$ cat src/exSettings.svh
`ifndef EX_SETTINGS_SVH
`define EX_SETTINGS_SVH

// register and memory data width
`define EX_DATA_W 64

// register id width, and the id used when nothing is written
`define EX_REG_ID_W 7
`define EX_REG_ZZR 7'h7F

// immediate width, bit 32 carries the sign
`define EX_IMM_W 33

// cycles from multiply issue until DLR/DHR are valid
`define EX_MUL_LATENCY 3
`define EX_TIMER_W 2

`endif

$ cat src/exPkg.sv
package exPkg;

	// micro-ops handled by the integer execute stage
	typedef enum logic [7:0] {
		OP_NOP      = 8'h00,
		OP_MOV_RR   = 8'h01,
		OP_MOV_IR   = 8'h02,
		OP_ADD3     = 8'h03,
		OP_SUB3     = 8'h04,
		OP_ADC3     = 8'h05,
		OP_SBB3     = 8'h06,
		OP_AND3     = 8'h07,
		OP_OR3      = 8'h08,
		OP_XOR3     = 8'h09,
		OP_TST      = 8'h0A,
		OP_CMPEQ    = 8'h0B,
		OP_CMPHI    = 8'h0C,
		OP_CMPGT    = 8'h0D,
		OP_MULU     = 8'h0E,
		OP_MULS     = 8'h0F,
		OP_MOVB_RM  = 8'h10,
		OP_MOVW_RM  = 8'h11,
		OP_MOVL_RM  = 8'h12,
		OP_MOVQ_RM  = 8'h13,
		OP_MOVB_MR  = 8'h14,
		OP_MOVW_MR  = 8'h15,
		OP_MOVL_MR  = 8'h16,
		OP_MOVQ_MR  = 8'h17,
		OP_MOVUB_MR = 8'h18,
		OP_MOVUW_MR = 8'h19,
		OP_MOVUL_MR = 8'h1A
	} exOpcode;

	// memory op modes, READY means no request
	typedef enum logic [4:0] {
		MEM_READY = 5'h00,
		MEM_WR_SB = 5'h01,
		MEM_WR_SW = 5'h02,
		MEM_WR_SL = 5'h03,
		MEM_WR_Q  = 5'h04,
		MEM_RD_SB = 5'h05,
		MEM_RD_SW = 5'h06,
		MEM_RD_SL = 5'h07,
		MEM_RD_Q  = 5'h08,
		MEM_RD_UB = 5'h09,
		MEM_RD_UW = 5'h0A,
		MEM_RD_UL = 5'h0B
	} exMemMode;

	typedef enum logic [1:0] {
		STAT_OK   = 2'h0,
		STAT_HOLD = 2'h1
	} exStatus;

	typedef enum logic [1:0] {
		SEQ_IDLE    = 2'h0,
		SEQ_MULWAIT = 2'h1,
		SEQ_MEMWAIT = 2'h2,
		SEQ_MEMDONE = 2'h3
	} exSeqState;

endpackage

$ cat src/exMemIf.sv
// one memory request between the sequencer and the memory stage
interface exMemIf;

	// mode of the standing request, READY when idle
	exPkg::exMemMode reqMode;

	// pulse in the cycle the memory answers OK
	logic done;

	// memory still answering HOLD
	logic busy;

	modport seq (
		output reqMode,
		output done,
		input  busy
	);

	modport mem (
		input  reqMode,
		input  done,
		output busy
	);

endinterface

$ cat src/exAlu.sv
`include "exSettings.svh"

module exAlu import exPkg::*; (
	input  exOpcode                opCmd,
	input  logic [`EX_DATA_W-1:0] regValRm,
	input  logic [`EX_DATA_W-1:0] regValRn,
	input  logic [`EX_DATA_W-1:0] regValRi,
	input  logic [`EX_IMM_W-1:0]  immValRi,
	input  logic                  carryIn,
	output logic [`EX_DATA_W-1:0] aluVal,
	output logic                  aluWrite,
	output logic                  aluFlagWrite,
	output logic                  aluFlagT
);

	// 16-bit blocks with both carry-ins picked along the carry chain
	function automatic logic [`EX_DATA_W:0] csAdd(
		input logic [`EX_DATA_W-1:0] a,
		input logic [`EX_DATA_W-1:0] b,
		input logic                  cin
	);
		logic [16:0] sum0;
		logic [16:0] sum1;
		logic [`EX_DATA_W:0] res;
		logic carry;
		carry = cin;
		res = '0;
		for (int i = 0; i < `EX_DATA_W / 16; i++) begin
			sum0 = {1'b0, a[16*i +: 16]} + {1'b0, b[16*i +: 16]};
			sum1 = {1'b0, a[16*i +: 16]} + {1'b0, b[16*i +: 16]} + 17'd1;
			res[16*i +: 16] = carry ? sum1[15:0] : sum0[15:0];
			carry = carry ? sum1[16] : sum0[16];
		end
		res[`EX_DATA_W] = carry;
		return res;
	endfunction

	logic [`EX_DATA_W:0] addC0;
	logic [`EX_DATA_W:0] addC1;
	logic [`EX_DATA_W:0] subC0;
	logic [`EX_DATA_W:0] subC1;
	logic [`EX_DATA_W:0] adcRes;
	logic [`EX_DATA_W:0] sbbRes;
	logic [`EX_DATA_W-1:0] immExt;

	assign addC0 = csAdd(regValRm, regValRi, 1'b0);
	assign addC1 = csAdd(regValRm, regValRi, 1'b1);
	assign subC0 = csAdd(regValRm, ~regValRi, 1'b0);
	assign subC1 = csAdd(regValRm, ~regValRi, 1'b1);

	// T is the carry for ADC3 and the borrow for SBB3
	assign adcRes = carryIn ? addC1 : addC0;
	assign sbbRes = carryIn ? subC0 : subC1;

	assign immExt = {{(`EX_DATA_W - `EX_IMM_W + 1){immValRi[`EX_IMM_W-1]}},
		immValRi[`EX_IMM_W-2:0]};

	assign aluWrite = opCmd inside {OP_MOV_RR, OP_MOV_IR, OP_ADD3, OP_SUB3,
		OP_ADC3, OP_SBB3, OP_AND3, OP_OR3, OP_XOR3};
	assign aluFlagWrite = opCmd inside {OP_ADC3, OP_SBB3, OP_TST, OP_CMPEQ,
		OP_CMPHI, OP_CMPGT};

	always_comb begin
		aluVal = '0;
		aluFlagT = 1'b0;
		case (opCmd)
			OP_MOV_RR: aluVal = regValRm;
			OP_MOV_IR: aluVal = immExt;
			OP_ADD3:   aluVal = addC0[`EX_DATA_W-1:0];
			OP_SUB3:   aluVal = subC1[`EX_DATA_W-1:0];
			OP_ADC3: begin
				aluVal = adcRes[`EX_DATA_W-1:0];
				aluFlagT = adcRes[`EX_DATA_W];
			end
			OP_SBB3: begin
				aluVal = sbbRes[`EX_DATA_W-1:0];
				aluFlagT = !sbbRes[`EX_DATA_W];
			end
			OP_AND3:  aluVal = regValRm & regValRi;
			OP_OR3:   aluVal = regValRm | regValRi;
			OP_XOR3:  aluVal = regValRm ^ regValRi;
			// flag ops look at the low 32 bits only
			OP_TST:   aluFlagT = (regValRn[31:0] & regValRm[31:0]) == 32'h0;
			OP_CMPEQ: aluFlagT = regValRn[31:0] == regValRm[31:0];
			OP_CMPHI: aluFlagT = regValRn[31:0] > regValRm[31:0];
			OP_CMPGT: aluFlagT = $signed(regValRn[31:0]) > $signed(regValRm[31:0]);
			default:  aluVal = '0;
		endcase
	end

	// carry-select chain must agree with a plain 65-bit add
	always_comb begin
		assert (addC0 == {1'b0, regValRm} + {1'b0, regValRi});
		assert (addC1 == {1'b0, regValRm} + {1'b0, regValRi} + 65'd1);
	end

endmodule

$ cat src/exMulPipe.sv
module exMulPipe (
	input  logic        clock,
	input  logic        rstN,
	input  logic [31:0] mulA,
	input  logic [31:0] mulB,
	input  logic        mulSigned,
	output logic [31:0] mulLo,
	output logic [31:0] mulHi
);

	logic [31:0] regA;
	logic [31:0] regB;
	logic        regSigned;
	logic [31:0] fixA;
	logic [31:0] fixB;
	logic [31:0] ppLL;
	logic [31:0] ppLH;
	logic [31:0] ppHL;
	logic [31:0] ppHH;
	logic [31:0] ppFix;
	logic [63:0] product;

	// stage 1, operand capture
	always_ff @(posedge clock) begin
		regA <= mulA;
		regB <= mulB;
	end

	always_ff @(posedge clock) begin
		if (!rstN) begin
			regSigned <= 1'b0;
		end else begin
			regSigned <= mulSigned;
		end
	end

	// signed correction, subtract the other operand in the upper word
	assign fixA = regA[31] ? -regB : 32'h0;
	assign fixB = regB[31] ? -regA : 32'h0;

	// stage 2, 16x16 partial products
	always_ff @(posedge clock) begin
		ppLL <= 32'(regA[15:0]) * 32'(regB[15:0]);
		ppLH <= 32'(regA[15:0]) * 32'(regB[31:16]);
		ppHL <= 32'(regA[31:16]) * 32'(regB[15:0]);
		ppHH <= 32'(regA[31:16]) * 32'(regB[31:16]);
		ppFix <= regSigned ? fixA + fixB : 32'h0;
	end

	// stage 3, final sum
	always_ff @(posedge clock) begin
		product <= {32'h0, ppLL} + {16'h0, ppLH, 16'h0} + {16'h0, ppHL, 16'h0} +
			{ppHH, 32'h0} + {ppFix, 32'h0};
	end

	assign mulLo = product[31:0];
	assign mulHi = product[63:32];

endmodule

$ cat src/exMemStage.sv
`include "exSettings.svh"

module exMemStage import exPkg::*; (
	input  logic                  clock,
	input  logic                  rstN,
	input  logic [`EX_DATA_W-1:0] regValRm,
	input  logic [`EX_DATA_W-1:0] regValRi,
	input  logic [1:0]            ixScale,
	input  logic [`EX_DATA_W-1:0] regValRn,
	exMemIf.mem                   memPort,
	input  logic [`EX_DATA_W-1:0] memDataLd,
	input  exStatus               memDataOK,
	output logic [`EX_DATA_W-1:0] memAddr,
	output logic [`EX_DATA_W-1:0] memData,
	output exMemMode              memOpm,
	output logic [`EX_DATA_W-1:0] loadVal
);

	logic [`EX_DATA_W-1:0] ldRaw;
	exMemMode ldMode;

	// scaled-index address, base Rm
	assign memAddr = regValRm + (regValRi << ixScale);
	assign memData = regValRn;
	assign memOpm = memPort.reqMode;
	assign memPort.busy = memDataOK != STAT_OK;

	always_ff @(posedge clock) begin
		if (memPort.done) begin
			ldRaw <= memDataLd;
		end
	end

	always_ff @(posedge clock) begin
		if (!rstN) begin
			ldMode <= MEM_READY;
		end else if (memPort.done) begin
			ldMode <= memPort.reqMode;
		end
	end

	// narrow the raw word to the load size
	always_comb begin
		case (ldMode)
			MEM_RD_SB: loadVal = {{(`EX_DATA_W-8){ldRaw[7]}}, ldRaw[7:0]};
			MEM_RD_SW: loadVal = {{(`EX_DATA_W-16){ldRaw[15]}}, ldRaw[15:0]};
			MEM_RD_SL: loadVal = {{(`EX_DATA_W-32){ldRaw[31]}}, ldRaw[31:0]};
			MEM_RD_UB: loadVal = {{(`EX_DATA_W-8){1'b0}}, ldRaw[7:0]};
			MEM_RD_UW: loadVal = {{(`EX_DATA_W-16){1'b0}}, ldRaw[15:0]};
			MEM_RD_UL: loadVal = {{(`EX_DATA_W-32){1'b0}}, ldRaw[31:0]};
			default:   loadVal = ldRaw;
		endcase
	end

	// request is dropped right after the memory answers
	assert property (@(posedge clock) disable iff (!rstN)
		memPort.done |=> memOpm == MEM_READY);

endmodule

$ cat src/exHoldTimer.sv
`include "exSettings.svh"

module exHoldTimer (
	input  logic clock,
	input  logic rstN,
	input  logic enable,
	output logic expired
);

	localparam logic [`EX_TIMER_W-1:0] LAST_COUNT = `EX_TIMER_W'(`EX_MUL_LATENCY - 1);

	logic [`EX_TIMER_W-1:0] count;

	always_ff @(posedge clock) begin
		if (!rstN) begin
			count <= '0;
		end else if (enable) begin
			count <= count + 1'b1;
		end else begin
			count <= '0;
		end
	end

	assign expired = count == LAST_COUNT;

	// sequencer drops enable once the terminal count shows
	assert property (@(posedge clock) disable iff (!rstN) count <= LAST_COUNT);

endmodule

$ cat src/exSequencer.sv
`include "exSettings.svh"

module exSequencer import exPkg::*; (
	input  logic                    clock,
	input  logic                    rstN,
	input  exOpcode                 opCmd,
	input  logic [`EX_REG_ID_W-1:0] regIdRn,
	input  logic [`EX_DATA_W-1:0]   aluVal,
	input  logic                    aluWrite,
	input  logic                    aluFlagWrite,
	input  logic                    aluFlagT,
	input  logic [31:0]             mulLo,
	input  logic [31:0]             mulHi,
	input  logic                    expired,
	input  logic [`EX_DATA_W-1:0]   loadVal,
	input  logic [`EX_DATA_W-1:0]   ctlInSr,
	input  logic [`EX_DATA_W-1:0]   ctlInDlr,
	input  logic [`EX_DATA_W-1:0]   ctlInDhr,
	exMemIf.seq                     memPort,
	output logic                    timerEnable,
	output logic                    mulSigned,
	output logic [`EX_REG_ID_W-1:0] regOutId,
	output logic [`EX_DATA_W-1:0]   regOutVal,
	output exStatus                 regOutOK,
	output logic [`EX_DATA_W-1:0]   ctlOutSr,
	output logic [`EX_DATA_W-1:0]   ctlOutDlr,
	output logic [`EX_DATA_W-1:0]   ctlOutDhr
);

	exSeqState state;
	exSeqState nextState;
	exMemMode opMode;
	logic isMul;
	logic isMem;
	logic isLoad;

	// opcode groups
	always_comb begin
		case (opCmd)
			OP_MOVB_RM:  opMode = MEM_WR_SB;
			OP_MOVW_RM:  opMode = MEM_WR_SW;
			OP_MOVL_RM:  opMode = MEM_WR_SL;
			OP_MOVQ_RM:  opMode = MEM_WR_Q;
			OP_MOVB_MR:  opMode = MEM_RD_SB;
			OP_MOVW_MR:  opMode = MEM_RD_SW;
			OP_MOVL_MR:  opMode = MEM_RD_SL;
			OP_MOVQ_MR:  opMode = MEM_RD_Q;
			OP_MOVUB_MR: opMode = MEM_RD_UB;
			OP_MOVUW_MR: opMode = MEM_RD_UW;
			OP_MOVUL_MR: opMode = MEM_RD_UL;
			default:     opMode = MEM_READY;
		endcase
	end

	assign isMem = opMode != MEM_READY;
	assign isLoad = opMode inside {MEM_RD_SB, MEM_RD_SW, MEM_RD_SL, MEM_RD_Q,
		MEM_RD_UB, MEM_RD_UW, MEM_RD_UL};
	assign isMul = opCmd inside {OP_MULU, OP_MULS};
	assign mulSigned = opCmd == OP_MULS;

	// request stands from issue until the memory answers OK
	assign memPort.reqMode = (state == SEQ_IDLE || state == SEQ_MEMWAIT) ? opMode : MEM_READY;
	assign memPort.done = (memPort.reqMode != MEM_READY) && !memPort.busy;

	assign timerEnable = (state == SEQ_MULWAIT) && !expired;

	always_comb begin
		nextState = state;
		case (state)
			SEQ_IDLE: begin
				if (isMul) begin
					nextState = SEQ_MULWAIT;
				end else if (isMem) begin
					nextState = memPort.done ? SEQ_MEMDONE : SEQ_MEMWAIT;
				end
			end
			SEQ_MULWAIT: nextState = expired ? SEQ_IDLE : SEQ_MULWAIT;
			SEQ_MEMWAIT: nextState = memPort.done ? SEQ_MEMDONE : SEQ_MEMWAIT;
			default:     nextState = SEQ_IDLE;
		endcase
	end

	always_ff @(posedge clock) begin
		if (!rstN) begin
			state <= SEQ_IDLE;
		end else begin
			state <= nextState;
		end
	end

	// status and write-back select
	always_comb begin
		regOutOK = STAT_OK;
		regOutId = `EX_REG_ZZR;
		regOutVal = '0;
		ctlOutSr = ctlInSr;
		ctlOutDlr = ctlInDlr;
		ctlOutDhr = ctlInDhr;
		case (state)
			SEQ_IDLE: begin
				if (isMul || isMem) begin
					regOutOK = STAT_HOLD;
				end else begin
					if (aluWrite) begin
						regOutId = regIdRn;
						regOutVal = aluVal;
					end
					if (aluFlagWrite) begin
						ctlOutSr[0] = aluFlagT;
					end
				end
			end
			SEQ_MULWAIT: begin
				if (!expired) begin
					regOutOK = STAT_HOLD;
				end else if (mulSigned) begin
					ctlOutDlr = {{(`EX_DATA_W-32){mulLo[31]}}, mulLo};
					ctlOutDhr = {{(`EX_DATA_W-32){mulHi[31]}}, mulHi};
				end else begin
					ctlOutDlr = {{(`EX_DATA_W-32){1'b0}}, mulLo};
					ctlOutDhr = {{(`EX_DATA_W-32){1'b0}}, mulHi};
				end
			end
			SEQ_MEMWAIT: regOutOK = STAT_HOLD;
			default: begin
				if (isLoad) begin
					regOutId = regIdRn;
					regOutVal = loadVal;
				end
			end
		endcase
	end

	// multiply result falls due exactly the latency after issue
	assert property (@(posedge clock) disable iff (!rstN)
		expired |-> $past(state, `EX_MUL_LATENCY) == SEQ_IDLE &&
			$past(state, `EX_MUL_LATENCY - 1) == SEQ_MULWAIT);

endmodule

$ cat src/execUnit.sv
`include "exSettings.svh"

module execUnit import exPkg::*; (
	input  logic                    clock,
	input  logic                    rstN,
	input  exOpcode                 opCmd,
	input  logic [`EX_REG_ID_W-1:0] regIdRn,
	input  logic [`EX_DATA_W-1:0]   regValRm,
	input  logic [`EX_DATA_W-1:0]   regValRn,
	input  logic [`EX_DATA_W-1:0]   regValRi,
	input  logic [`EX_IMM_W-1:0]    immValRi,
	input  logic [1:0]              ixScale,
	input  logic [`EX_DATA_W-1:0]   ctlInSr,
	input  logic [`EX_DATA_W-1:0]   ctlInDlr,
	input  logic [`EX_DATA_W-1:0]   ctlInDhr,
	output logic [`EX_REG_ID_W-1:0] regOutId,
	output logic [`EX_DATA_W-1:0]   regOutVal,
	output exStatus                 regOutOK,
	output logic [`EX_DATA_W-1:0]   ctlOutSr,
	output logic [`EX_DATA_W-1:0]   ctlOutDlr,
	output logic [`EX_DATA_W-1:0]   ctlOutDhr,
	output logic [`EX_DATA_W-1:0]   memAddr,
	output logic [`EX_DATA_W-1:0]   memData,
	output exMemMode                memOpm,
	input  logic [`EX_DATA_W-1:0]   memDataLd,
	input  exStatus                 memDataOK
);

	logic [`EX_DATA_W-1:0] aluVal;
	logic                  aluWrite;
	logic                  aluFlagWrite;
	logic                  aluFlagT;
	logic [31:0]           mulLo;
	logic [31:0]           mulHi;
	logic                  mulSigned;
	logic                  timerEnable;
	logic                  expired;
	logic [`EX_DATA_W-1:0] loadVal;

	exMemIf memBus ();

	exAlu exAlu_inst (
		.opCmd(opCmd), .regValRm(regValRm), .regValRn(regValRn),
		.regValRi(regValRi), .immValRi(immValRi), .carryIn(ctlInSr[0]),
		.aluVal(aluVal), .aluWrite(aluWrite), .aluFlagWrite(aluFlagWrite),
		.aluFlagT(aluFlagT)
	);

	// multiplies Rn by Rm, low words only
	exMulPipe exMulPipe_inst (
		.clock(clock), .rstN(rstN), .mulA(regValRn[31:0]), .mulB(regValRm[31:0]),
		.mulSigned(mulSigned), .mulLo(mulLo), .mulHi(mulHi)
	);

	exMemStage exMemStage_inst (
		.clock(clock), .rstN(rstN), .regValRm(regValRm), .regValRi(regValRi),
		.ixScale(ixScale), .regValRn(regValRn), .memPort(memBus.mem),
		.memDataLd(memDataLd), .memDataOK(memDataOK), .memAddr(memAddr),
		.memData(memData), .memOpm(memOpm), .loadVal(loadVal)
	);

	exHoldTimer exHoldTimer_inst (
		.clock(clock), .rstN(rstN), .enable(timerEnable), .expired(expired)
	);

	exSequencer exSequencer_inst (
		.clock(clock), .rstN(rstN), .opCmd(opCmd), .regIdRn(regIdRn),
		.aluVal(aluVal), .aluWrite(aluWrite), .aluFlagWrite(aluFlagWrite),
		.aluFlagT(aluFlagT), .mulLo(mulLo), .mulHi(mulHi), .expired(expired),
		.loadVal(loadVal), .ctlInSr(ctlInSr), .ctlInDlr(ctlInDlr),
		.ctlInDhr(ctlInDhr), .memPort(memBus.seq), .timerEnable(timerEnable),
		.mulSigned(mulSigned), .regOutId(regOutId), .regOutVal(regOutVal),
		.regOutOK(regOutOK), .ctlOutSr(ctlOutSr), .ctlOutDlr(ctlOutDlr),
		.ctlOutDhr(ctlOutDhr)
	);

endmodule

$ cat config.mk
export PLATFORM = sky130hd
export DESIGN_NAME = execUnit
export DESIGN_NICKNAME = d
export VERILOG_FILES = /design/src/exPkg.sv /design/src/exMemIf.sv /design/src/exAlu.sv /design/src/exMulPipe.sv /design/src/exMemStage.sv /design/src/exHoldTimer.sv /design/src/exSequencer.sv /design/src/execUnit.sv
export VERILOG_INCLUDE_DIRS = /design/src /design/src/src
export SDC_FILE = /design/constraint.sdc
export NUM_CORES = 2
export LEC_CHECK = 0
export ABC_AREA = 1
export BUFFER_PORTS_ARGS = -buffer_cell sky130_fd_sc_hd__buf_2
export CAP_MARGIN = 10
export CORE_MARGIN = 8
export CORE_UTILIZATION = 55
export DETAILED_ROUTE_END_ITERATION = 8
export GPL_TIMING_DRIVEN = 0
export PLACE_DENSITY = 0.75
export SLEW_MARGIN = 20
export SYNTH_ARGS = -nofsm -noshare
export SYNTH_HDL_FRONTEND = slang
export SYNTH_HIERARCHICAL = 1
export SYNTH_SLANG_ARGS = --single-unit
$ cat constraint.sdc
create_clock -name clock -period 8.41 [get_ports clock]
set_input_delay 1.2615 -clock clock [delete_from_list [all_inputs] [get_ports clock]]
set_output_delay 1.2615 -clock clock [all_outputs]
set_load 0.005 [all_outputs]
=== Yosys cells after proc, flatten, opt, wreduce, memory -nomap -nowiden ===
Memories as Yosys holds them, arrays and structs flattened.
Cells that the tools add are included.

* Eq/ne operators: 33
* Shift-type cells: 1
* Order comparisons: 2
* Multiplexer cells: 57
* Bitwise logic cells: 5
* Reductions and logical operators: 19
* Add/sub/neg operators: 25
* $mul: 4

{| class="wikitable"
|+ Operator list
! kind !! count
|-
| 64-bit two-way mux || 9
|-
| 64-bit one-hot mux with 9 select lines || 1
|-
| 64-bit one-hot mux with 6 select lines || 1
|-
| 64-bit adder || 3
|-
| 16-bit two-way mux || 12
|-
| 16-bit by 16-bit adder with 17-bit output || 8
|-
| 17-bit by 1-bit adder with 17-bit output, second input constant || 8
|-
| 65-bit two-way mux || 2
|-
| 16-bit by 16-bit multiplier with 32-bit output || 4
|-
| 64-bit one-hot mux with 2 select lines || 1
|-
| 64-bit by 48-bit adder with 64-bit output || 1
|-
| 64-bit bitwise AND || 1
|-
| 8-bit by 4-bit equality test with 1-bit output, second input constant || 8
|-
| 32-bit greater-than comparator || 2
|-
| 32-bit two-way mux || 2
|-
| 32-bit negator || 2
|-
| 64-bit inverter || 1
|-
| 64-bit bitwise OR || 1
|-
| 64-bit by 2-bit left shift with 64-bit output || 1
|-
| 64-bit XOR || 1
|-
| 32-bit by 48-bit adder with 49-bit output || 1
|-
| 5-bit by 4-bit equality test with 1-bit output, second input constant || 7
|-
| 32-bit adder || 1
|-
| 32-bit bitwise AND || 1
|-
| 29 further kinds || 67
|}

* Output and inout bits: 398
* Input bits: 502
* ROM bits: 128
* Bits in registers: 362
* Memories kept: 1
* Logic and storage cells: 160

{| class="wikitable"
|+ Memories
! name !! words !! width !! rd ports !! clocked after memory_dff !! wr ports !! line !! source
|-
| (name not given) || 32 || 4 || 1 || 0 || 0 || exSequencer.sv:39 || <nowiki>case (opCmd)</nowiki>
|}

=== Longest topological paths before layout ===
* Depth in word-level cells: 12
* Gate-level depth with buffers: 30
* Depth with buffers taken out: 28

=== Modules after synthesis ===
The synthesis kept the hierarchy.

{| class="wikitable"
|+ Modules (own cells, without submodules)
! module !! cells an instance !! area each (um^2) !! sequential area each (um^2) !! instances
|-
| exMulPipe || 6991 || 51349.2 || 5785.5 || 1
|-
| exAlu || 3654 || 19366.1 || 0.0 || 1
|-
| exMemStage || 1748 || 10600.2 || 2021.9 || 1
|-
| exSequencer || 758 || 3435.8 || 40.0 || 1
|-
| exHoldTimer || 7 || 67.6 || 40.0 || 1
|}

=== Least setup slack after synthesis ===
Ideal clock, no wire load.

* Path type: in2out
* From: in regValRi[0]
* To: out ctlOutSr[0]
* Path buffers: 1
* Required time: 7.148 ns
* Data arrival time: 4.118 ns
* Stages on the path: 25
* Slack: 3.031 ns
* Path through: inv_1 > ha_1 > fa_1 > ha_1 > inv_1 > nor2_1 > nand3_1 > nor2_4 > nand2_2 > nor2_2 > nand2_1 > nor2_2 > nand2_1 > nand2_2 > nand3_1 > nand3_4 > nand2_4 > buf_6 > nand2_1 > nand3_1 > nand3_1 > nand3_1 > nand3b_1 > o21ai_0 > inv_1

* Word-level cells in the longest chain between the ends: 12
* Elaborated cells on any way between the ends: 24
* Classes of those cells: 4 x add/sub; 18 x mux; 1 x bitwise; 1 x reduce/logical

{| class="wikitable"
|+ Ends and longest elaborated chain
! item !! line !! source
|-
| start: declaration || execUnit.sv:10 || <nowiki>input logic [`EX_DATA_W-1:0] regValRi,</nowiki>
|-
| 64-bit inverter || exAlu.sv:48, exAlu.sv:49 ||
|-
| 16-bit by 16-bit adder with 17-bit output || exAlu.sv:29, exAlu.sv:30 ||
|-
| 17-bit by 1-bit adder with 17-bit output || -- ||
|-
| 1-bit two-way mux (3 in series) || exAlu.sv:32 || <nowiki>carry = carry ? sum1[16] : sum0[16];</nowiki>
|-
| 65-bit two-way mux || exAlu.sv:53 || <nowiki>assign sbbRes = carryIn ? subC0 : subC1;</nowiki>
|-
| 1-bit logical NOT || exAlu.sv:77 || <nowiki>aluFlagT = !sbbRes[`EX_DATA_W];</nowiki>
|-
| 1-bit one-hot mux with 6 select lines (*) || exAlu.sv:66 || <nowiki>case (opCmd)</nowiki>
|-
| via aluFlagT || execUnit.sv:32 || <nowiki>logic aluFlagT;</nowiki>
|-
| 1-bit two-way mux (*) || exSequencer.sv:108 || <nowiki>if (aluFlagWrite) begin</nowiki>
|-
| 1-bit two-way mux (*) || exSequencer.sv:101 || <nowiki>if (isMul || isMem) begin</nowiki>
|-
| 1-bit two-way mux (*) || exSequencer.sv:99 || <nowiki>case (state)</nowiki>
|-
| end: declaration || execUnit.sv:19 || <nowiki>output logic [`EX_DATA_W-1:0] ctlOutSr,</nowiki>
|}

Mark *: on every way through the listed nets, which the timed path passes. The rest lies on a longest branch.

=== Final worst setup path ===
* From: in opCmd[4]
* To: out regOutVal[13]

* Elaborated cells on any way between the ends: 30
* Classes of those cells: 18 x eq/ne; 6 x mux; 5 x reduce/logical; 1 x memory

{| class="wikitable"
|+ RTL lines
! item !! line !! source
|-
| start: declaration || execUnit.sv:6 || <nowiki>input exOpcode opCmd,</nowiki>
|-
| 8-bit by 4-bit equality test with 1-bit output (tied with other cells) || exAlu.sv:66 ||
|-
| 64-bit one-hot mux with 9 select lines (*) || exAlu.sv:66 ||
|-
| via aluVal[13] || execUnit.sv:29 || <nowiki>logic [`EX_DATA_W-1:0] aluVal;</nowiki>
|-
| 64-bit two-way mux (*) || exSequencer.sv:104 || <nowiki>if (aluWrite) begin</nowiki>
|-
| 64-bit two-way mux (*) || exSequencer.sv:101 ||
|-
| 64-bit one-hot mux with 2 select lines (*) || exSequencer.sv:99 ||
|-
| end: declaration || execUnit.sv:17 || <nowiki>output logic [`EX_DATA_W-1:0] regOutVal,</nowiki>
|}

Marked as above.

==> key figures <==
Status
  – Status: finished, violations left
  – Failing checks: setup timing

Die
  – I/O Pins: 900
  – Starting Density: a little under three fifths
  – Core area: ~150000 um2
  – Width of the die: slightly above 400 um
  – Die Y: 409 um
  – Rows: approximately 140
  – Total Die Area: 167000 um2

Routing
  – Post-route ant nets: 0
  – Wire length after detailed routing: approximately 380 mm
  – 1st-iter DRT viols: roughly 9400
  – Vias per cell: between 5 and 6
  – Drt first pass iters: 7
  – Drt wl/cell: around 24 um
  – DR vias: just under 90000
  – Post-route DRC: 0

Hold path
  – Min-Delay Path Class: register to register

Power and ir drop
  – Clock power share: roughly 6.0%
  – Total power: 0.0343 W
  – Pwr Density: between 300 and 400 nW/um2
  – Psw: approximately 0.021 W
  – Comb pwr share: 85.5%
  – Worst vdd ir: about 500 uV
  – P_leak: roughly 56 nW
  – Pint: between 0.01 and 0.015 W
  – Net Sw Frac: between 60 and 70%
  – Part of the power in registers: about 8.5%

Global routing
  – Number of global-route vias before repair: roughly 87000
  – Largest net degree at the start of global routing: between 50 and 60
  – Total track usage: 43.9%
  – First-pass GRT wire length: around 550 mm
  – Grt ovf: 0
  – Initial antenna violation count: 38

CTS
  – H-tree levels: 2
  – Later-pin clock latency in the skew report: between 0.6 and 0.7 ns
  – Clk pin slew, worst setup/hold paths: approximately 0.06 ns
  – Post-cts hold buffer count: 0
  – Post-cts sizing count: 0
  – CTS Root Cell: clkbuf_16
  – Max Root-Sink Buffers: 3
  – CTS buffer count: 43
  – Post-CTS Setup Inserts: 0
  – CTS tree: done
  – Clk sinks: 362

Critical path
  – Crit path DAT: 7.31 ns
  – CP most frequent cell: nand2_1
  – CP peak stage delay: about 1.2 ns
  – RR Endpoint: exMulPipe_inst/ppLH[21]$_DFF_P_
  – Worst reg2reg path startpoint: exMulPipe_inst/regB[27]$_DFF_P_
  – Worst setup SP type: primary input
  – Critical Path Source: opCmd[4]
  – Worst Reg-to-Reg Cells: 20
  – Crit path capture type: primary output
  – Critical Path RT: between 7 and 8 ns
  – Slowest cell on crit path: o311ai_1
  – Crit Path Class: primary input to primary output
  – Crit-path max FO: 11
  – R2R Setup Slk: roughly 1.1 ns
  – Cells along the critical path: buf_2, nor4_4, nand2_1, nor2_2, inv_1, nor2_2, inv_1, nand2_1, inv_1, clkbuf_1, o311ai_1, nand2_1, nand2_1, buf_2
  – CP endpoint: regOutVal[13]

Layout
  – Utilization after layout: around three fifths
  – Fill count: about 16000
  – Final #Nets: between 15000 and 20000
  – P&R area growth vs syn: 9.73%
  – Share of cells above drive strength 1: 10.4%

STA
  – Unrepaired setup endpoints after global routing: no
  – Final Cycle Share: 102%
  – Final Setup Violations: 4
  – Max Freq: 117 MHz
  – Final hold viol count: 0
  – Hold WS: 0.325 ns
  – Worst slew pin tran: roughly 1.4 ns
  – Relative slew slack: 8.44%
  – Setup TNS: -0.347 ns
  – Final WS setup: -0.164 ns
  – Final Slew Violations: 0
  – Layout Skew: a little under 0.07 ns
  – Final period demand of the worst path: 8.57 ns

Logic synthesis
  – EDFF count, synth: 64
  – Area leader, netlist: fa_1
  – Ys async rst share: 0%
  – Mapped Area: 84800 um2
  – Top-area cell type share of the netlist area: 19.7%
  – Count leader, synth: nand2_1
  – Gate count of the mapped netlist: around 13000
  – Syn Area/Cell: between 6 and 7 um2
  – Post-synthesis sequential area ratio: 9.30%
  – Warnings, synthesis: 6
  – Top post-synthesis cells by count: nand2_1, inv_1, ha_1
  – Number of synthesized register bits: 362
  – Main area contributors after synthesis: fa_1, nand2_1, ha_1, inv_1, dfxtp_1
  – Commonest register cell after synthesis: dfxtp_1
  – Unique cell type count in the Yosys netlist: 79

Placed design
  – Pre-CTS WS: around 0.45 ns
  – DP HPWL: about 320 mm
  – Final GP Congestion: 1.12
  – I/O Buffers: 801

Flow run
  – Max-cap violations: 0
[area by class of cell]
class / instances / area, um2 / area share, %
inverter: 2816 / 10600 / 11.4
multi-input combinational: 9392 / 63200 / 67.9
buffer: 589 / 3160 / 3.40
clock inverter: 27 / 392 / 0.421
sequential: 362 / 7890 / 8.47
clock buffer: 52 / 1160 / 1.25
timing repair buffer: 803 / 4040 / 4.34
antenna: 22 / 55.1 / 0.0592
tap: 2044 / 2560 / 2.75
[layer usage]
layer  global-route usage, %  vias up  share of wire, %
met5                       0        -             0.031
met3                    13.5     1540                11
li1                        -    41500                 -
met4                    41.7       16                12
met1                    48.5    40900                35
met2                    66.9     5028                42
[registers in the layout (all words and copies together) (netlist names)]
register	count
exSequencer_inst/state	2
exMulPipe_inst/ppHL	32
exMulPipe_inst/regB	32
exMemStage_inst/ldRaw	64
exMulPipe_inst/ppHH	32
exMulPipe_inst/ppLL	32
exMulPipe_inst/ppLH	32
exMulPipe_inst/product	64
exHoldTimer_inst/count	2
exMulPipe_inst/regSigned	1
exMulPipe_inst/regA	32
exMemStage_inst/ldMode	5
exMulPipe_inst/ppFix	32
[logic make-up (layout without fill, tap and decap cells)]
logic type | after synthesis | after routing | share of synthesized area [%]
simple gates | 6177 | 6177 | 30.3
compound gates | 1136 | 1136 | 7.64
fa+ha+maj | 1719 | 1719 | 32.7
buf+inv | 3405 | 4287 | 16.2
mux | 114 | 114 | 1.35
xor+xnor | 244 | 244 | 2.53
flops | 362 | 362 | 9.30
other cells | 1 | 24 | 0.00442
[worst max-delay path: cells and delay by family]
kind	cells	cell delay (ns)
and+or+nand+nor	7	3.15
AOI/OAI and AO/OA	1	1.20
buffers and inverters	6	1.68
[how the worst min path moves through the flow]
stage,start,end,slack (ns),cells past startpoint
2_1_floorplan,exMulPipe_inst/ppLL[0]$_DFF_P_,exMulPipe_inst/product[0]$_DFF_P_,0.31,0
4_1_cts,exMulPipe_inst/ppLL[10]$_DFF_P_,exMulPipe_inst/product[10]$_DFF_P_,0.33,0
6_report,exMulPipe_inst/ppLL[12]$_DFF_P_,exMulPipe_inst/product[12]$_DFF_P_,0.33,0
3_5_place_dp,exMulPipe_inst/ppLL[10]$_DFF_P_,exMulPipe_inst/product[10]$_DFF_P_,0.31,0
3_3_place_gp,exMulPipe_inst/ppLL[13]$_DFF_P_,exMulPipe_inst/product[13]$_DFF_P_,0.31,0
5_1_grt,exMulPipe_inst/ppLL[12]$_DFF_P_,exMulPipe_inst/product[12]$_DFF_P_,0.33,0
[power by group through the flow]
stage / Combinational [W] / Sequential [W] / Clock [W]
floorplan: 0.0194 / 0.00278 / 0
global placement: 0.0282 / 0.00294 / 0
detailed placement: 0.0284 / 0.00295 / 0
CTS: 0.0287 / 0.00291 / 0.00209
global route: 0.0325 / 0.00295 / 0.00215
finish: 0.0294 / 0.00291 / 0.00205
[placed cells by master, fill, tap and decap left out, drive strengths merged, types with 4 or more instances in the layout]
cell type / n
bufinv: 7
inv: 2814
and2: 16
nand2: 4309
a31oi: 13
clkinv: 21
o21ai: 381
mux2i: 114
dfxtp: 298
a21o: 15
xor2: 199
nand3: 624
a2111oi: 4
a21boi: 9
o21bai: 37
a211oi: 27
nand4: 112
nor4: 21
o22ai: 60
nand3b: 19
diode: 22
clkbuf: 323
a221oi: 26
or2: 11
fa: 835
edfxtp: 64
buf: 1121
nor2: 926
o211ai: 47
a21oi: 456
nor3: 130
o2111ai: 8
xnor2: 45
ha: 884
o21a: 12
o221ai: 28
[per-stage QoR]
step	instance area [um2]	std cells
6_report	93100	16100
5_1_grt	93000	16100
4_1_cts	93000	16100
3_5_place_dp	91400	16000
3_3_place_gp	91400	16000
2_1_floorplan	84800	13200
Power figures use the tool's default switching activity.
